<file path="src/design/sv32_pkg.sv">
// Sv32 translation types
package sv32_pkg;

    // data word and address widths
    typedef logic [31:0] word_t;
    typedef logic [31:0] vaddr_t;
    typedef logic [33:0] paddr_t;
    typedef logic [21:0] ppn_t;
    typedef logic [9:0]  vpn_t;
    typedef logic [11:0] offset_t;

    // privilege level as seen by the walker
    typedef enum logic [1:0] {
        U_MODE = 2'd0,
        S_MODE = 2'd1,
        M_MODE = 2'd3
    } mode_t;

    // forward request, ready travels back on its own wire
    typedef struct packed {
        logic  valid;
        logic  wen;
        word_t addr;
        word_t wdata;
    } mem_req_t;

    // read response, one pulse per read
    typedef struct packed {
        logic  valid;
        word_t rdata;
    } mem_rsp_t;

    // pte flag and field positions
    localparam int unsigned PTE_V       = 0;
    localparam int unsigned PTE_R       = 1;
    localparam int unsigned PTE_X       = 3;
    localparam int unsigned PTE_PPN_LSB = 10;

    // satp.mode bit, sv32 on
    function automatic logic satp_on(word_t satp);
        return satp[31];
    endfunction

    // root table page number
    function automatic ppn_t satp_ppn(word_t satp);
        return satp[21:0];
    endfunction

    function automatic ppn_t pte_ppn(word_t pte);
        return pte[31:PTE_PPN_LSB];
    endfunction

    // valid pte with R or X set ends the walk
    function automatic logic pte_is_leaf(word_t pte);
        return pte[PTE_V] && (pte[PTE_R] || pte[PTE_X]);
    endfunction

    function automatic vpn_t va_vpn1(vaddr_t va);
        return va[31:22];
    endfunction

    function automatic vpn_t va_vpn0(vaddr_t va);
        return va[21:12];
    endfunction

    function automatic offset_t va_offset(vaddr_t va);
        return va[11:0];
    endfunction

    // entry address inside a table page
    function automatic paddr_t table_addr(ppn_t base, vpn_t vpn, int unsigned size_log2);
        return {base, 12'h000} + (paddr_t'(vpn) << size_log2);
    endfunction

endpackage

</file>
<file path="src/design/page_table_walker.sv">
// Sv32 page table walker
`timescale 1ns/1ps

module page_table_walker #(
    parameter int unsigned PTE_SIZE_LOG2 = 2
) (
    input  logic              clk,
    input  logic              rst_n,
    input  logic              kill,

    // requester side
    input  sv32_pkg::mem_req_t preq,
    output logic              preq_ready,
    output sv32_pkg::mem_rsp_t presp,

    // memory side
    output sv32_pkg::mem_req_t memreq,
    input  logic              memreq_ready,
    input  sv32_pkg::mem_rsp_t memresp,

    // csr view
    input  sv32_pkg::mode_t    csr_mode,
    input  sv32_pkg::word_t    csr_satp
);

    import sv32_pkg::*;

    // walk sequence, one memory access per REQ/WAIT pair
    typedef enum logic [2:0] {
        IDLE,
        WALK_REQ,
        WALK_WAIT,
        ACCESS_REQ,
        ACCESS_WAIT,
        DONE
    } state_t;

    state_t   state;

    // translation on outside machine mode with satp.mode set
    logic     sv32_en;

    // saved request and walk progress
    mem_req_t s_req;
    logic     level;
    paddr_t   next_addr;
    word_t    result_rdata;

    // fields of the saved virtual address
    vpn_t     s_vpn0;
    offset_t  s_offset;

    // fields of the returned pte
    ppn_t     resp_ppn;
    logic     resp_valid_pte;
    logic     resp_leaf;

    // walker-driven side of the muxes
    mem_req_t walk_req;
    mem_rsp_t walk_rsp;
    logic     walk_ready;

    assign sv32_en = (csr_mode != M_MODE) && satp_on(csr_satp);

    assign s_vpn0   = va_vpn0(s_req.addr);
    assign s_offset = va_offset(s_req.addr);

    assign resp_ppn       = pte_ppn(memresp.rdata);
    assign resp_valid_pte = memresp.rdata[PTE_V];
    assign resp_leaf      = pte_is_leaf(memresp.rdata);

    // accept only from IDLE
    assign walk_ready = (state == IDLE);

    // pte reads are always reads, only the final access may write
    assign walk_req.valid = (state == WALK_REQ) || (state == ACCESS_REQ);
    assign walk_req.wen   = (state == ACCESS_REQ) && s_req.wen;
    assign walk_req.addr  = next_addr[31:0];
    assign walk_req.wdata = s_req.wdata;

    // single pulse after the final access
    assign walk_rsp.valid = (state == DONE);
    assign walk_rsp.rdata = result_rdata;

    // bare mode goes straight through, no added cycles
    assign preq_ready = sv32_en ? walk_ready : memreq_ready;
    assign memreq     = sv32_en ? walk_req   : preq;
    assign presp      = sv32_en ? walk_rsp   : memresp;

    // walk state machine
    always_ff @(posedge clk) begin
        if (!rst_n || kill) begin
            state <= IDLE;
        end else if (sv32_en) begin
            case (state)
                IDLE: begin
                    if (preq.valid) begin
                        s_req     <= preq;
                        // start at level 1 from the root table
                        level     <= 1'b1;
                        next_addr <= table_addr(satp_ppn(csr_satp), va_vpn1(preq.addr),
                                                PTE_SIZE_LOG2);
                        state     <= WALK_REQ;
                    end
                end

                WALK_REQ: begin
                    // address held until the memory takes it
                    if (memreq_ready) begin
                        state <= WALK_WAIT;
                    end
                end

                WALK_WAIT: begin
                    if (memresp.valid) begin
                        if (!resp_valid_pte) begin
                            // invalid pte, access goes to 0
                            next_addr <= '0;
                            state     <= ACCESS_REQ;
                        end else if (resp_leaf) begin
                            if (level) begin
                                // megapage: ppn1, vpn0, offset
                                next_addr <= {resp_ppn[21:10], s_vpn0, s_offset};
                            end else begin
                                // 4K page: full ppn and offset
                                next_addr <= {resp_ppn, s_offset};
                            end
                            state <= ACCESS_REQ;
                        end else if (level) begin
                            // pointer, descend into the level-0 table
                            level     <= 1'b0;
                            next_addr <= table_addr(resp_ppn, s_vpn0, PTE_SIZE_LOG2);
                            state     <= WALK_REQ;
                        end else begin
                            // pointer at the last level is a failed walk
                            next_addr <= '0;
                            state     <= ACCESS_REQ;
                        end
                    end
                end

                ACCESS_REQ: begin
                    if (memreq_ready) begin
                        // writes get no memory response
                        state <= s_req.wen ? DONE : ACCESS_WAIT;
                    end
                end

                ACCESS_WAIT: begin
                    if (memresp.valid) begin
                        result_rdata <= memresp.rdata;
                        state        <= DONE;
                    end
                end

                DONE: begin
                    state <= IDLE;
                end

                default: begin
                    state <= IDLE;
                end
            endcase
        end
    end

    // a request accepted in IDLE never completes in the very next cycle
    assert property (@(posedge clk) disable iff (!rst_n)
        (sv32_en && state == IDLE) ##1 sv32_en |-> !presp.valid)
        else $error("presp.valid raised straight out of IDLE");

    // stalled memory request keeps its address
    assert property (@(posedge clk) disable iff (!rst_n || kill)
        (sv32_en && memreq.valid && !memreq_ready) ##1 (sv32_en && !kill)
        |-> memreq.valid && $stable(memreq.addr))
        else $error("memreq.addr changed while waiting for ready");

endmodule

</file>
<file path="config.mk">
export PLATFORM = sky130hd
export DESIGN_NAME = page_table_walker
export DESIGN_NICKNAME = d
export VERILOG_FILES = /design/src/design/sv32_pkg.sv /design/src/design/page_table_walker.sv
export SDC_FILE = /design/constraint.sdc
export NUM_CORES = 1
export LEC_CHECK = 0
export ABC_CLOCK_PERIOD_IN_PS = 5700
export BUFFER_PORTS_ARGS = -buffer_cell sky130_fd_sc_hd__buf_4
export CAP_MARGIN = 5
export CORE_MARGIN = 2
export CORE_UTILIZATION = 50
export CTS_BUF_LIST = sky130_fd_sc_hd__clkbuf_8
export DETAILED_ROUTE_END_ITERATION = 16
export HOLD_SLACK_MARGIN = 0.06
export PLACE_DENSITY = 0.82
export SLEW_MARGIN = 40
export SYNTH_ARGS = -nofsm -noshare
export SYNTH_HDL_FRONTEND = slang
export SYNTH_SLANG_ARGS = --single-unit
</file>
<file path="constraint.sdc">
create_clock -name clk -period 5.7 [get_ports clk]
set_input_delay 0.57 -clock clk [delete_from_list [all_inputs] [get_ports clk]]
set_output_delay 0.57 -clock clk [all_outputs]
set_load 0.005 [all_outputs]
</file>
# Word-level counts from Yosys, hierarchy flattened
# Cells that the tools add are included.
[op_classes] n_addsub=2 eq_ne=13 n_mux=25 n_bitwise=1 n_reduce_logical=14
[op_table] op="32-bit 2-to-1 mux" count=5
[op_table] op="66-bit 2-to-1 mux" count=1
[op_table] op="32-bit by 12-bit adder with 32-bit output" count=2
[op_table] op="32-bit case mux with 2 select lines" count=1
[op_table] op="33-bit 2-to-1 mux" count=1
[op_table] op="22-bit 2-to-1 mux" count=1
[op_table] op="2-bit != test (second input constant)" count=8
[op_table] op="3-bit 2-to-1 mux" count=5
[op_table] op="3-bit case mux with 5 select lines" count=1
[op_table] op="4-bit AND reduction" count=2
[op_table] op="7-bit AND reduction" count=1
[op_table] op="3-bit by 2-bit equality test with 1-bit output (second input constant)" count=2
[op_table] op="3-bit equality test (second input constant)" count=2
[op_table] op="1-bit 2-to-1 mux" count=6
[op_table] op="2-bit 2-to-1 mux" count=3
[op_table] op="6-bit AND reduction" count=1
[op_table] op="5-bit AND reduction" count=1
[op_table] op="3-bit by 1-bit equality test with 1-bit output (second input constant)" count=1
[op_table] op="1-bit logical AND" count=3
[op_table] op="3-bit logical NOT" count=1
[op_table] op="1-bit logical OR" count=3
[op_table] op="1-bit case mux with 2 select lines" count=1
[op_table] op="2-bit nonzero test" count=1
[op_table] op="1-bit logical NOT" count=1
[op_table] op="1-bit inverter" count=1
[word_totals] ff_bits=123 inputBits=137 output_inout_bits=100 elab_cells=62

# Depth between registers and ports, before layout
# Gate-level depths: netlist of run 1.
[logic_depth] word_depth=6 mapped_depth=7

# Least setup slack after synthesis of run 1
# Ideal clock, no wire load.
[synth_timing] kind="input port to flip-flop" startpoint="in csr_mode[0]" endpoint="reg result_rdata[0] (enable)" setup_ns=0.501 t_arrival_ns=4.161 t_required_ns=5.199 path_slack_ns=1.037 path_stages=4 path_cell_list="nand2_1 nand2_1 or2_2 nor4_1"
[synth_between] elab_chain_cells=3
[synth_rtl] element="from (decl)" line_no="page_table_walker.sv:22" source="input sv32_pkg::mode_t csr_mode,"
[synth_rtl] element="2-bit != test" line_no="page_table_walker.sv:63" source="assign sv32_en = (csr_mode != M_MODE) && satp_on(csr_satp);"
[synth_rtl] element="1-bit logical AND" line_no="page_table_walker.sv:63"
[synth_rtl] element="4-bit AND reduction (no line)"
[synth_rtl] element="to (signal assigned)" line_no="page_table_walker.sv:151" source="result_rdata <= memresp.rdata;"
[synth_rtl] element="to (decl)" line_no="page_table_walker.sv:47" source="word_t result_rdata;"
# No other way between the ends.
# A chain may end at the register's enable or synchronous reset.

==> results.md, run 1 <==
Run status:
- The run finished with clean final reports.

Global routing:
- The global-route usage over all layers is around a quarter.
- The global-route wire length before repair is 25470 um.
- The number of global-route vias before repair is ~4900.
- The largest net degree at the start of global routing is ~110.
- The remaining global-route overflow is 0.
- The number of antenna violations at the first check in global routing is 0.

Yosys:
- The sequential element share of the synthesized area is a little over three fifths.
- The post-synthesis cell type count is 32.
- The total standard cell area after synthesis is 0.005856 mm2.
- The post-synthesis register bit count is 123.
- The count of mapped cells out of synthesis is 617.
- The number of nets in the synthesized netlist is 754.
- The number of warning messages in the yosys log is 0.
- Averaged over all synthesized cells, the footprint is 9.490 um2.

Finish:
- Measured on the finished design, the core utilization comes to 70.21%.
- In the final design database the tool counted a little under 1000 nets.
- 0 antenna diodes ended up in the layout.
- The final non-filler cell area is 0.008016 mm2.
- The area growth from synthesis to layout is 36.90%.
- The share of final-layout standard cells stronger than drive strength 1 is 31.83%.
- Excluding fillers, the count of instances in the completed layout stands at 985.

STA:
- The max-slew violation total from the final report came to 0.
- After layout, the worst path uses between 50% and 60% of the clock period.
- The summed negative setup slack over all endpoints is 0 ns.
- The fmax is 333.2 MHz.
- At the pin with the least slew margin, the transition time is 0.7463 ns.
- Setup slack on the critical path of the routed design comes to between 2 and 3 ns.
- For the finished layout, the period the worst path requires is 3.001 ns.
- The relative slew slack is roughly 50%.
- Setup repair after global routing left no endpoint under its margin.
- The count of final hold-check violations is 0.
- Setup violations remaining at the end of the flow were counted as 0.
- The final clock skew is 0.009967 ns.

Clock network:
- The number of clock buffers added by TritonCTS is 17.
- CTS saw 123 sinks.
- The number of buffers inserted by hold repair at cts is 0.
- The H-tree was split into 4 levels.
- The maximum clock insertion buffer count is 2.
- TritonCTS built the clock tree.
- Post-CTS repair changed the size of 0 cells.
- The number of buffers inserted to repair setup after CTS is 0.
- The post-CTS clock slew at the launch and capture registers of the worst setup and hold paths is roughly 0.07 ns.
- The cell sitting at the root of the clock tree is a clkbuf_8.
- For the worst-skew pair, the clock arrives at the later sink with an insertion delay of 0.42 ns.

Route:
- The total wire length after detailed routing is 16550 um.
- The DRC violations left is 0.
- The detailed-route via count is ~5200.
- The routed via count divided by cell count is 5.280.
- The routed length per instance is about 17 um.
- For this block, the initial DRC count from the detailed router was 353.
- The length of the first detailed-routing pass in iterations is 5.
- The final antenna-violating net count is 0.

Critical path:
- The kind of capture point of the worst setup path is an output pin.
- For the worst setup path, the data required time is between 5 and 6 ns.
- The biggest fanout along the worst timing path is 58.
- The critical path goes through buf_4 -> a21boi_4 -> buf_8 -> buf_4 -> nand4b_1 -> nand2_1 -> buf_4.
- The largest single stage delay on the critical path is between 0.5 and 0.6 ns.
- In this design, the critical path's most frequently occurring cell is buf_4.
- At the worst endpoint, the arrival time is 2.43 ns.
- The worst setup path is launched from an input pin.
- The slowest stage cell on the critical path is a21boi_4.
- The critical path in this run is classified as in -> out.

Floorplan:
- The die covers between 0.01 and 0.015 mm2.
- The initial cell density of the core is between 50% and 60%.
- The floorplan has 39 rows.
- The region available for standard cell placement spans 0.01142 mm2.
- For this design the top-level I/O count stands at 237.
- Measured along the y axis, the die boundary spans ~110 um.
- The floorplan step set the die width to between 100 and 150 um.

Placed design:
- Port buffering added around 230 buffers.
- The routability congestion estimate from global placement is about 0.93.
- The detailed placer's ending HPWL is between 10000 and 15000 um.
- The worst setup slack before clock tree synthesis is ~2.7 ns.
- The number of placed cells counting well taps is 953.
- The cell area after placement is roughly 0.0077 mm2.

Pwr:
- VDD sags by at most 0.1628 mV.
- In this run the power density over the cells is roughly 250 mW/mm2.
- For this design the static power due to leakage is 3.637 nW.

Min path:
- The path category of the worst min-delay check is in -> reg.

Run:
- The number of maximum-capacitance violations is 0.
==> synth_stat cells, drive strengths merged <==
library cell	count	area (um2)
mux2i	2	20.02
o31ai	1	7.510
clkbuf	26	97.59
buf	14	85.08
nor3	1	5.000
a31oi	13	81.33
and2	1	6.260
dfxtp	3	60.06
a21oi	31	155.2
or2	1	6.260
nor2	13	56.30
a22o	10	87.58
a41oi	1	16.27
inv	1	3.750
and3	9	56.30
nand3	8	40.04
or3	2	12.51
o21a	8	60.06
a21boi	1	7.510
o21ai	16	80.07
nand2	324	1216
nor3b	1	18.77
nand2b	2	12.51
nand3b	4	30.03
nand4b	1	8.760
edfxtp	120	3603
nor4	1	6.260
a211oi	2	15.01
==> metal layers <==
layer / vias to the layer above / part of all wire, % / global-route usage [%] / wire length (um)
met3: 17 / 9.8 / 8.747 / 1623
met4: 0 / 1.0 / 8.130 / 173
met1: 2411 / 39 / 32.81 / 6514
li1: 2515 / - / - / -
met2: 258 / 50 / 43.05 / 8242
met5: - / 0 / 0 / 0
==> cell families after synthesis <==
group           count (synthesis)  synth area share (%)
compound gates                 83                 8.718
mux                             2                0.3419
buf+inv                        41                 3.184
simple gates                  368                 25.19
flops                         123                 62.56
==> worst max-delay path, delay by kind of cell <==
family | cells | cell delay (ns)
buf+inv | 4 | 1.02
compound gates | 1 | 0.54
simple gates | 2 | 0.27
==> cells in the final DEF (no fill, tap or decap), types with 2 or more instances in the layout <==
cell type	synthesis	layout
o21ai_0	15	14
mux2i_1	2	2
clkinv_1	0	5
clkbuf_8	0	17
nand2b_1	2	2
nor2_1	12	10
a31oi_1	13	13
o21a_1	8	7
and3_1	9	9
nand2_1	324	323
a211oi_1	2	2
nor2_4	1	3
inv_1	0	3
edfxtp_1	120	120
a22o_1	10	10
or3_1	2	2
nand3_1	8	8
clkinv_2	0	5
dfxtp_1	3	3
o21ai_1	1	2
a21oi_1	31	31
buf_4	1	229
nand3b_1	4	4
buf_8	0	2
==> through the flow <==
| stage | hold WS [ns] | power, mW |
|---|---|---|
| after floorplan | 0.5203 | 1.144 |
| after global placement | 0.5306 | 1.330 |
| after detailed placement | 0.5360 | 1.340 |
| after CTS | 0.3015 | 1.985 |
| after global routing | 0.2872 | 2.056 |
| final | 0.3277 | 1.979 |
==> registers in the layout, summed over array words and instances, names as in the netlist <==
| name | count |
|---|---|
| level | 1 |
| next_addr | 32 |
| result_rdata | 32 |
| s_offset | 12 |
| s_req | 43 |
| state | 3 |
==> area by class of cell <==
type	instances	area, um2
Inverter	1	3.754
Clock buffer	17	234.0
Fill cell	880	3402
Clock inverter	15	92.59
Timing Repair Buffer	233	1788
Multi-Input combinational cell	453	2056
Sequential cell	123	3664
Tap cell	143	178.9
==> power by group <==
group	internal [mW]	switching [mW]
Clock	0.327	0.331
Combinational	0.163	0.152
Sequential	1.00	0.00331
==> final timing paths <==
path,startpoint,to,slack (ns),depth (start not counted)
min,preq[0],s_req[0]$_DFFE_PP_,0.33,1
max reg2reg,state[1]$_SDFFE_PP0P_,next_addr[28]$_DFFE_PP_,3.55,4
min reg2reg,s_offset[0]$_DFFE_PP_,next_addr[0]$_SDFFCE_PN0P_,0.56,1
max,csr_satp[31],presp[32],2.70,7
Note: power is estimated with default switching activity, not from simulation.
==> inputs of run 2 (changes only) <==
ABC_CLOCK_PERIOD_IN_PS = 3090   (was 5700)
clock period = 3.09 ns   (was 5.7 ns; I/O delays follow)
==> run 2 against run 1 <==
- clock power up 140%
- critical path type is now reg -> reg
- largest power group unchanged
- flip-flop and latch count unchanged
- sequential share of layout area down 4.0 points
- highest routed layer unchanged
- first-iteration DRC count up 35%
- clock skew about the same
- largest cell class unchanged
- global-route usage up 4.4 points
==> results.md, run 2 (synthesis gave the netlist of run 1 again) <==
Clock network:
- The number of H-tree branching levels came to 4 (unchanged).
- The post-cts repair resize count is 0 (unchanged).
- The number of buffers inserted to repair setup after CTS is 0 (unchanged).
- The insertion delay to the later sink of the worst-skew pair is 0.43 ns (about the same).
- The buffer cell driving the clock tree root is clkbuf_8.
- The post-CTS clock slew at the launch and capture registers of the worst setup and hold paths came to 0.07 ns (about the same).
- TritonCTS built the clock tree.
- The maximum clock insertion buffer count is 2 (unchanged).
- The number of buffers inserted by hold repair at cts is 66 (+66).
- The total CTS buffers was 17 (unchanged).
- The number of sinks handled by clock tree synthesis is 123 (unchanged).

Critical path:
- The critical path required time was 3.39 ns (-1.74 ns).
- STA classifies the critical path startpoint as a flip-flop.
- The number of cells on the critical path is 4 (-3).
- The sum of buffers and inverters on the critical path is 0 (-4).
- The delay contributed by the slowest stage of the critical path is 0.62 ns (+0.08 ns).
- The startpoint of the most critical register-to-register path is state[1]$_SDFFE_PP0P_.
- The minimum setup slack among reg-to-reg paths is 0.89 ns (-2.66 ns).
- The slowest stage of the critical path is the dfxtp_1 cell.
- The worst setup path is of the reg -> reg kind.
- The biggest fanout along the worst timing path is 13 (-78%).
- In this run the critical register-to-register path is captured at next_addr[22]$_DFFE_PP_.
- The logic depth of the worst register-to-register path is 4 (unchanged).
- The kind of capture point of the worst setup path is a flip-flop.
- The dominant delay contributor by cell family on the critical path is simple AND/OR/NAND/NOR gates.
- Walking the worst path, the cells encountered are nor3b_4 -> nand2_1 -> nor2_4 -> a22o_1.
- The data arrival at the endpoint of the critical path is 2.50 ns (+0.07 ns).

Pwr:
- The peak supply drop is 0.2835 mV (+74%).
- The static leakage came to 3.964 nW (+9.0%).
- The register share of total power is 45.5% (-5.3 points).
- The overall power of the completed layout is 4.081 mW (+110%).
- The part of the power in the clock network came to 37.9% (+4.7 points).
- The power density over cell area is 464.6 mW/mm2 (+88%).
- The switching share of power is 23.05% (-1.5 points).
- The internal portion of total power is 3.141 mW (+110%).
- The portion of total power attributed to combinational logic was 16.6% (+0.7 points).
- The net switching power is 940.6 uW (+93%).

Global routing:
- The remaining global-route overflow was 0 (unchanged).
- The largest net degree at the start of global routing is 105 (-0.94%).
- The global-route usage over all layers is 30.48% (+4.4 points).
- The number of global-route vias before repair was 5808 (+19%).
- The global-route wire length before repair came to 29850 um (+17%).
- The number of antenna violations at the first check in global routing came to 0 (unchanged).

STA:
- For the finished layout, the period the worst path requires is ~2.2 ns.
- The post-route fraction of the period consumed by the critical path is between 70 and 80%.
- The final clock skew is 0.009833 ns (-0.0001335 ns).
- The pin slew with the least headroom to its limit is 0.7827 ns (+0.03644 ns).
- The count of final hold-check violations was 0 (unchanged).
- The max-slew violation total from the final report is 0 (unchanged).
- The number of failing setup endpoints in the final timing report is 0 (unchanged).
- Timing would allow up to 453.9 MHz.
- The relative slew slack is 47.82% (-2.4 points).
- The summed negative setup slack over all endpoints was 0 ns (unchanged).
- Setup repair after global routing left no endpoint under its margin.

Floorplan:
- The count of boundary I/O pins is 237 (unchanged).
- The standard-cell row count is 39 (unchanged).
- The core region area is 0.01142 mm2 (unchanged).
- The die footprint was 0.01259 mm2 (unchanged).
- The die span in y was 112.2 um (unchanged).
- The horizontal extent of the die came to 112.2 um (unchanged).
- The initial cell density of the core is 51.28% (unchanged).

Run:
- The number of maximum-capacitance violations is 0 (unchanged).

Route:
- The detailed-route via count is 5816 (+12%).
- The total wire length after detailed routing is 19360 um (+17%).
- The routed via count divided by cell count is 5.523 (+4.6%).
- The DRC violations left is 0 (unchanged).
- The final antenna-violating net count is 0 (unchanged).
- The violation count after the first detailed-route iteration is 475 (+35%).
- The routed length per instance is 18.38 um (+9.4%).
- The length of the first detailed-routing pass in iterations was 5 (unchanged).

Min path:
- The hold path startpoint is preq[42].
- The path category of the worst min-delay check is in -> reg.
- The hold path depth is 1 (unchanged).
- The worst hold path terminates at s_offset[10]$_DFFE_PP_.

Placed design:
- The routability congestion estimate from global placement was 0.8865 (-4.9%).
- The detailed placer's ending HPWL is 11320 um (-4.2%).
- The number of I/O port buffers is 225 (unchanged).

Finish:
- The register with the most flip-flops in the final layout is s_req.
- The most frequent standard cell in the layout excluding fill and tap cells is nand2_1.
- The largest registers in the layout are s_req x43, next_addr x32, result_rdata x32.
- The share of final-layout standard cells stronger than drive strength 1 is 29.34% (-2.5 points).
- The library cells used most frequently in the layout, excluding fill and tap cells, are nand2_1 (323), buf_4 (230), edfxtp_1 (120).
- The total inserted antenna cells is 0 (unchanged).
- The final-stage net count is 1035 (+7.1%).
- The flip-flop count of the largest register, all copies and words added came to 43 (unchanged).
- The area added between synthesis and finish is 50.02%.

Run status:
- The run finished with clean final reports.
run 2: layout make-up:
type,count,area (um2)
multi-input cells,453,2054
repair buffers,302,2464
clock buffers,17,234.0
well taps,143,178.9
inverters,1,3.754
fillers,710,2634
flip-flops and latches,123,3664
clock inverters,14,186.4
run 2: worst max path at each step:
stage / slack (ns) / from / end
finish: 0.89 / state[1]$_SDFFE_PP0P_ / next_addr[22]$_DFFE_PP_
global route: 0.75 / state[1]$_SDFFE_PP0P_ / state[1]$_SDFFE_PP0P_
CTS: 0.90 / state[1]$_SDFFE_PP0P_ / next_addr[30]$_DFFE_PP_
detailed placement: 0.93 / state[1]$_SDFFE_PP0P_ / next_addr[23]$_DFFE_PP_
global placement: 0.97 / csr_mode[0] / memreq[61]
floorplan: 0.001 / csr_mode[0] / result_rdata[0]$_DFFE_PP_
run 2: metrics by stage:
| stage | hold WS (ns) | std cells | utilization [%] | instance area [um2] | worst slack, ns |
|---|---|---|---|---|---|
| 6_report | 0.07443 | 1053 | 76.93 | 8785 | 0.8867 |
| 4_1_cts | 0.06031 | 1050 | 76.67 | 8755 | 0.9026 |
| 3_5_place_dp | 0.4971 | 953 | 67.20 | 7674 | 0.9281 |
| 3_3_place_gp | 0.4956 | 952 | 67.04 | 7655 | 0.9717 |
| 5_1_grt | 0.06220 | 1053 | 76.93 | 8785 | 0.7462 |
| 2_1_floorplan | 0.4079 | 617 | - | 5864 | 0.001402 |
run 2: power by group through the flow:
stage / sequential, mW / clock (mW) / combinational (mW)
6_report: 1.86 / 1.55 / 0.676
5_1_grt: 1.86 / 1.63 / 0.729
4_1_cts: 1.86 / 1.55 / 0.649
3_5_place_dp: 1.89 / 0 / 0.579
3_3_place_gp: 1.89 / 0 / 0.565
2_1_floorplan: 1.89 / 0 / 0.219
run 2: per-layer routing:
metal	track usage (%)	wire length (um)	share of wire, %	up-vias
met5	0	0	0	-
met4	14.47	805	4.2	0
met3	7.829	1911	9.9	59
met2	51.37	9740	50	379
met1	36.78	6899	36	2725
li1	-	-	-	2653
==> inputs of run 3 (changes only) <==
ABC_CLOCK_PERIOD_IN_PS = 2200   (was 3090)
clock period = 2.2 ns   (was 3.09 ns; I/O delays follow)
==> run 3 against run 2 <==
- clock-buffer cell count stayed put
- register-to-register slack worse by 0.65 ns
- sequential power grew 40%
- largest cell class unchanged
- power is 37% higher
- maximum frequency rose by 12%
- core utilization rose by 1.9 points
- combinational power is 46% higher
- via count up 0.43%
- setup slack worse by 0.65 ns
- non-clock buffer count is 23 higher
- clock skew grew 0.0027 ns
- die area stayed put
==> results.md, run 3 (synthesis gave the netlist of run 1 again) <==
Critical path:
- The kind of capture point of the worst setup path is a flip-flop.
- The critical path required time was 2.49 ns (-0.90 ns).
- The biggest fanout along the worst timing path was 11 (-2).
- The classification of the worst setup path is reg -> reg.
- The sum of buffers and inverters on the critical path came to 0 (unchanged).
- The logic depth of the worst register-to-register path was 4 (unchanged).
- The delay contributed by the slowest stage of the critical path was 0.47 ns (-0.15 ns).
- The signal on the critical path passes through nor3b_4 -> nand2_1 -> nor2_4 -> a22o_1.
- The kind of launch point of the worst setup path is a flip-flop.
- The data arrival at the endpoint of the critical path is 2.25 ns (-0.25 ns).
- The slowest stage cell on the critical path is nor3b_4.
- The number of cells on the critical path is 4 (unchanged).
- The dominant delay contributor by cell family on the critical path is simple AND/OR/NAND/NOR gates.

Run status:
- The run finished with clean final reports.

Placed design:
- The detailed placer's ending HPWL is 12000 um (+6.0%).
- The routability congestion estimate from global placement came to 0.8970 (+1.2%).
- The number of placed cells counting well taps is 958 (+0.52%).
- The worst setup slack before clock tree synthesis is 0.2595 ns (-0.6686 ns).
- The number of I/O port buffers came to 225 (unchanged).

Pwr:
- The register share of total power is 46.7% (+1.2 points).
- The switching share of power came to 24.33% (+1.3 points).
- The overall power of the completed layout is 5.581 mW (+37%).
- The internal portion of total power is 4.223 mW (+34%).
- The power density over cell area is 620.2 mW/mm2 (+34%).
- The peak supply drop is 0.4381 mV (+55%).
- The part of the power in the clock network came to 35.7% (-2.2 points).
- The net switching power is 1.358 mW (+44%).
- The static leakage is 4.029 nW (+1.6%).
- The portion of total power attributed to combinational logic is 17.6% (+1.0 points).

Global routing:
- The met3 track demand over resource in global routing came to 6.911% (-0.92 points).
- The number of antenna violations at the first check in global routing was 0 (unchanged).
- The most congested layer reported by global routing is met2.
- The remaining global-route overflow is 0 (unchanged).
- The global routing met2 resource utilization is 52.01% (+0.64 points).
- The largest net degree at the start of global routing came to 105 (unchanged).
- The global-route usage over all layers was 29.98% (-0.50 points).
- The number of global-route vias before repair came to 5748 (-1.0%).
- The global-route wire length before repair is 29360 um (-1.6%).
- The global-route track usage on met1 is 35.57% (-1.2 points).

STA:
- The post-route fraction of the period consumed by the critical path was 89.11% (+18 points).
- Setup repair after global routing left no endpoint under its margin.
- The max-slew violation total from the final report is 0 (unchanged).
- The pin slew with the least headroom to its limit came to 0.6959 ns (-0.08679 ns).
- The final period demand of the worst path is 1.960 ns (-0.2430 ns).
- The number of failing setup endpoints in the final timing report is 0 (unchanged).
- The relative slew slack is 53.54% (+5.7 points).
- The setup slack after layout was 0.2397 ns (-0.6470 ns).
- The fmax is 510.1 MHz (+12%).
- The final clock skew was 0.01253 ns (+0.002700 ns).
- The count of final hold-check violations came to 0 (unchanged).
- The final worst hold slack is 0.08516 ns (+0.01073 ns).

Clock network:
- The post-cts repair resize count is 0 (unchanged).
- The number of H-tree branching levels is 4 (unchanged).
- The number of sinks handled by clock tree synthesis was 123 (unchanged).
- The post-CTS clock slew at the launch and capture registers of the worst setup and hold paths is 0.07 ns (about the same).
- The TritonCTS clock tree is yes.
- The maximum clock insertion buffer count is 2 (unchanged).
- The buffer cell driving the clock tree root is clkbuf_8.
- The insertion delay to the later sink of the worst-skew pair was 0.43 ns (about the same).
- The total CTS buffers is 17 (unchanged).

Min path:
- The path category of the worst min-delay check is in -> reg.
- The hold path depth is 2 (+1).

Floorplan:
- The horizontal extent of the die is 112.2 um (unchanged).
- The core region area is 0.01142 mm2 (unchanged).
- The die footprint is 0.01259 mm2 (unchanged).
- The count of boundary I/O pins is 237 (unchanged).
- The initial cell density of the core is 51.28% (unchanged).
- The standard-cell row count is 39 (unchanged).
- The die span in y is 112.2 um (unchanged).

Finish:
- The total inserted antenna cells is 0 (unchanged).
- The area added between synthesis and finish is 53.68%.
- The number of cells in the finished layout apart from fillers came to 1077 (+2.3%).
- s_req holds more flip-flops than any other register.
- In the final layout, the registers with the most flip-flops are s_req x43, next_addr x32, result_rdata x32.
- The final-stage net count is 1058 (+2.2%).
- Leaving out fill and tap cells, the most frequent cells in the layout are nand2_1 (323), buf_4 (234), edfxtp_1 (120).
- The most frequent standard cell in the layout excluding fill and tap cells is nand2_1.
- The utilization after layout is 78.81% (+1.9 points).
- The share of final-layout standard cells stronger than drive strength 1 was 29.44% (+0.10 points).
- The flip-flop count of the largest register, all copies and words added came to 43 (unchanged).

Route:
- The detailed-route via count was 5841 (+0.43%).
- The DRC violations left came to 0 (unchanged).
- The routed via count divided by cell count was 5.423 (-1.8%).
- The violation count after the first detailed-route iteration is 349 (-27%).
- The final antenna-violating net count came to 0 (unchanged).
- The routed length per instance is 17.81 um (-3.1%).
- The length of the first detailed-routing pass in iterations came to 6 (+1).
- The total wire length after detailed routing is 19180 um (-0.90%).

Run:
- The number of maximum-capacitance violations is 0 (unchanged).
[run 3: changes by cell type in the layout (fill, tap and decap cells not counted)]
cell and change:
clkinvlp_4 +5, buf_8 -1, buf_6 -1, bufinv_16 -2
dlygate4sd3_1 +18, inv_1 -3, buf_12 +3, buf_4 +4
clkinv_1 +1
[run 3: path summary, 6_finish.rpt]
kind | start | to | slack, ns
worst max-delay path | state[0]$_SDFFE_PP0P_ | next_addr[26]$_DFFE_PP_ | 0.24
worst min-delay path | csr_satp[11] | next_addr[23]$_DFFE_PP_ | 0.09
worst max register to register | state[0]$_SDFFE_PP0P_ | next_addr[26]$_DFFE_PP_ | 0.24
worst min register to register | s_offset[1]$_DFFE_PP_ | next_addr[1]$_SDFFCE_PN0P_ | 0.55
[run 3: stage by stage]
| stage | area [um2] | TNS, ns |
|---|---|---|
| final | 8999 | 0 |
| after global placement | 7737 | 0 |
| after global routing | 8999 | 0 |
| after detailed placement | 7737 | 0 |
| after CTS | 8999 | 0 |
| after floorplan | 5881 | -0.1714 |
[run 3: metal layers]
layer  vias up  part of all wire [%]
li1       2698                     -
met4         0                   3.7
met3        59                   9.3
met5         -                     0
met1      2717                    37
met2       367                    50
[run 3: power by group through the flow]
stage | Clock, mW | Sequential, mW | Combinational, mW
2_1_floorplan | 0 | 2.66 | 0.310
3_3_place_gp | 0 | 2.66 | 0.807
3_5_place_dp | 0 | 2.66 | 0.828
4_1_cts | 1.99 | 2.61 | 0.957
5_1_grt | 2.11 | 2.61 | 1.06
6_report | 1.99 | 2.61 | 0.984
[run 3: layout make-up]
class                   count  area, um2
clock buffers              17      234.0
multi-input cells         453       2054
inverters                   1      3.754
clock inverters            15      156.4
well taps                 143      178.9
fillers                   692       2420
flip-flops and latches    123       3664
repair buffers            325       2708
[run 3: timing repair]
item / in CTS / in global routing
endpoints found under the hold margin: 87 / 0
hold buffers: 87 / 0
buffers inserted: 0 / 0
[run 3: worst reg2reg max path: cells and delay by family (launching register included)]
| kind | cells | cell delay, ns |
|---|---|---|
| compound gates | 1 | 0.19 |
| flops | 1 | 0.44 |
| simple gates | 3 | 1.21 |
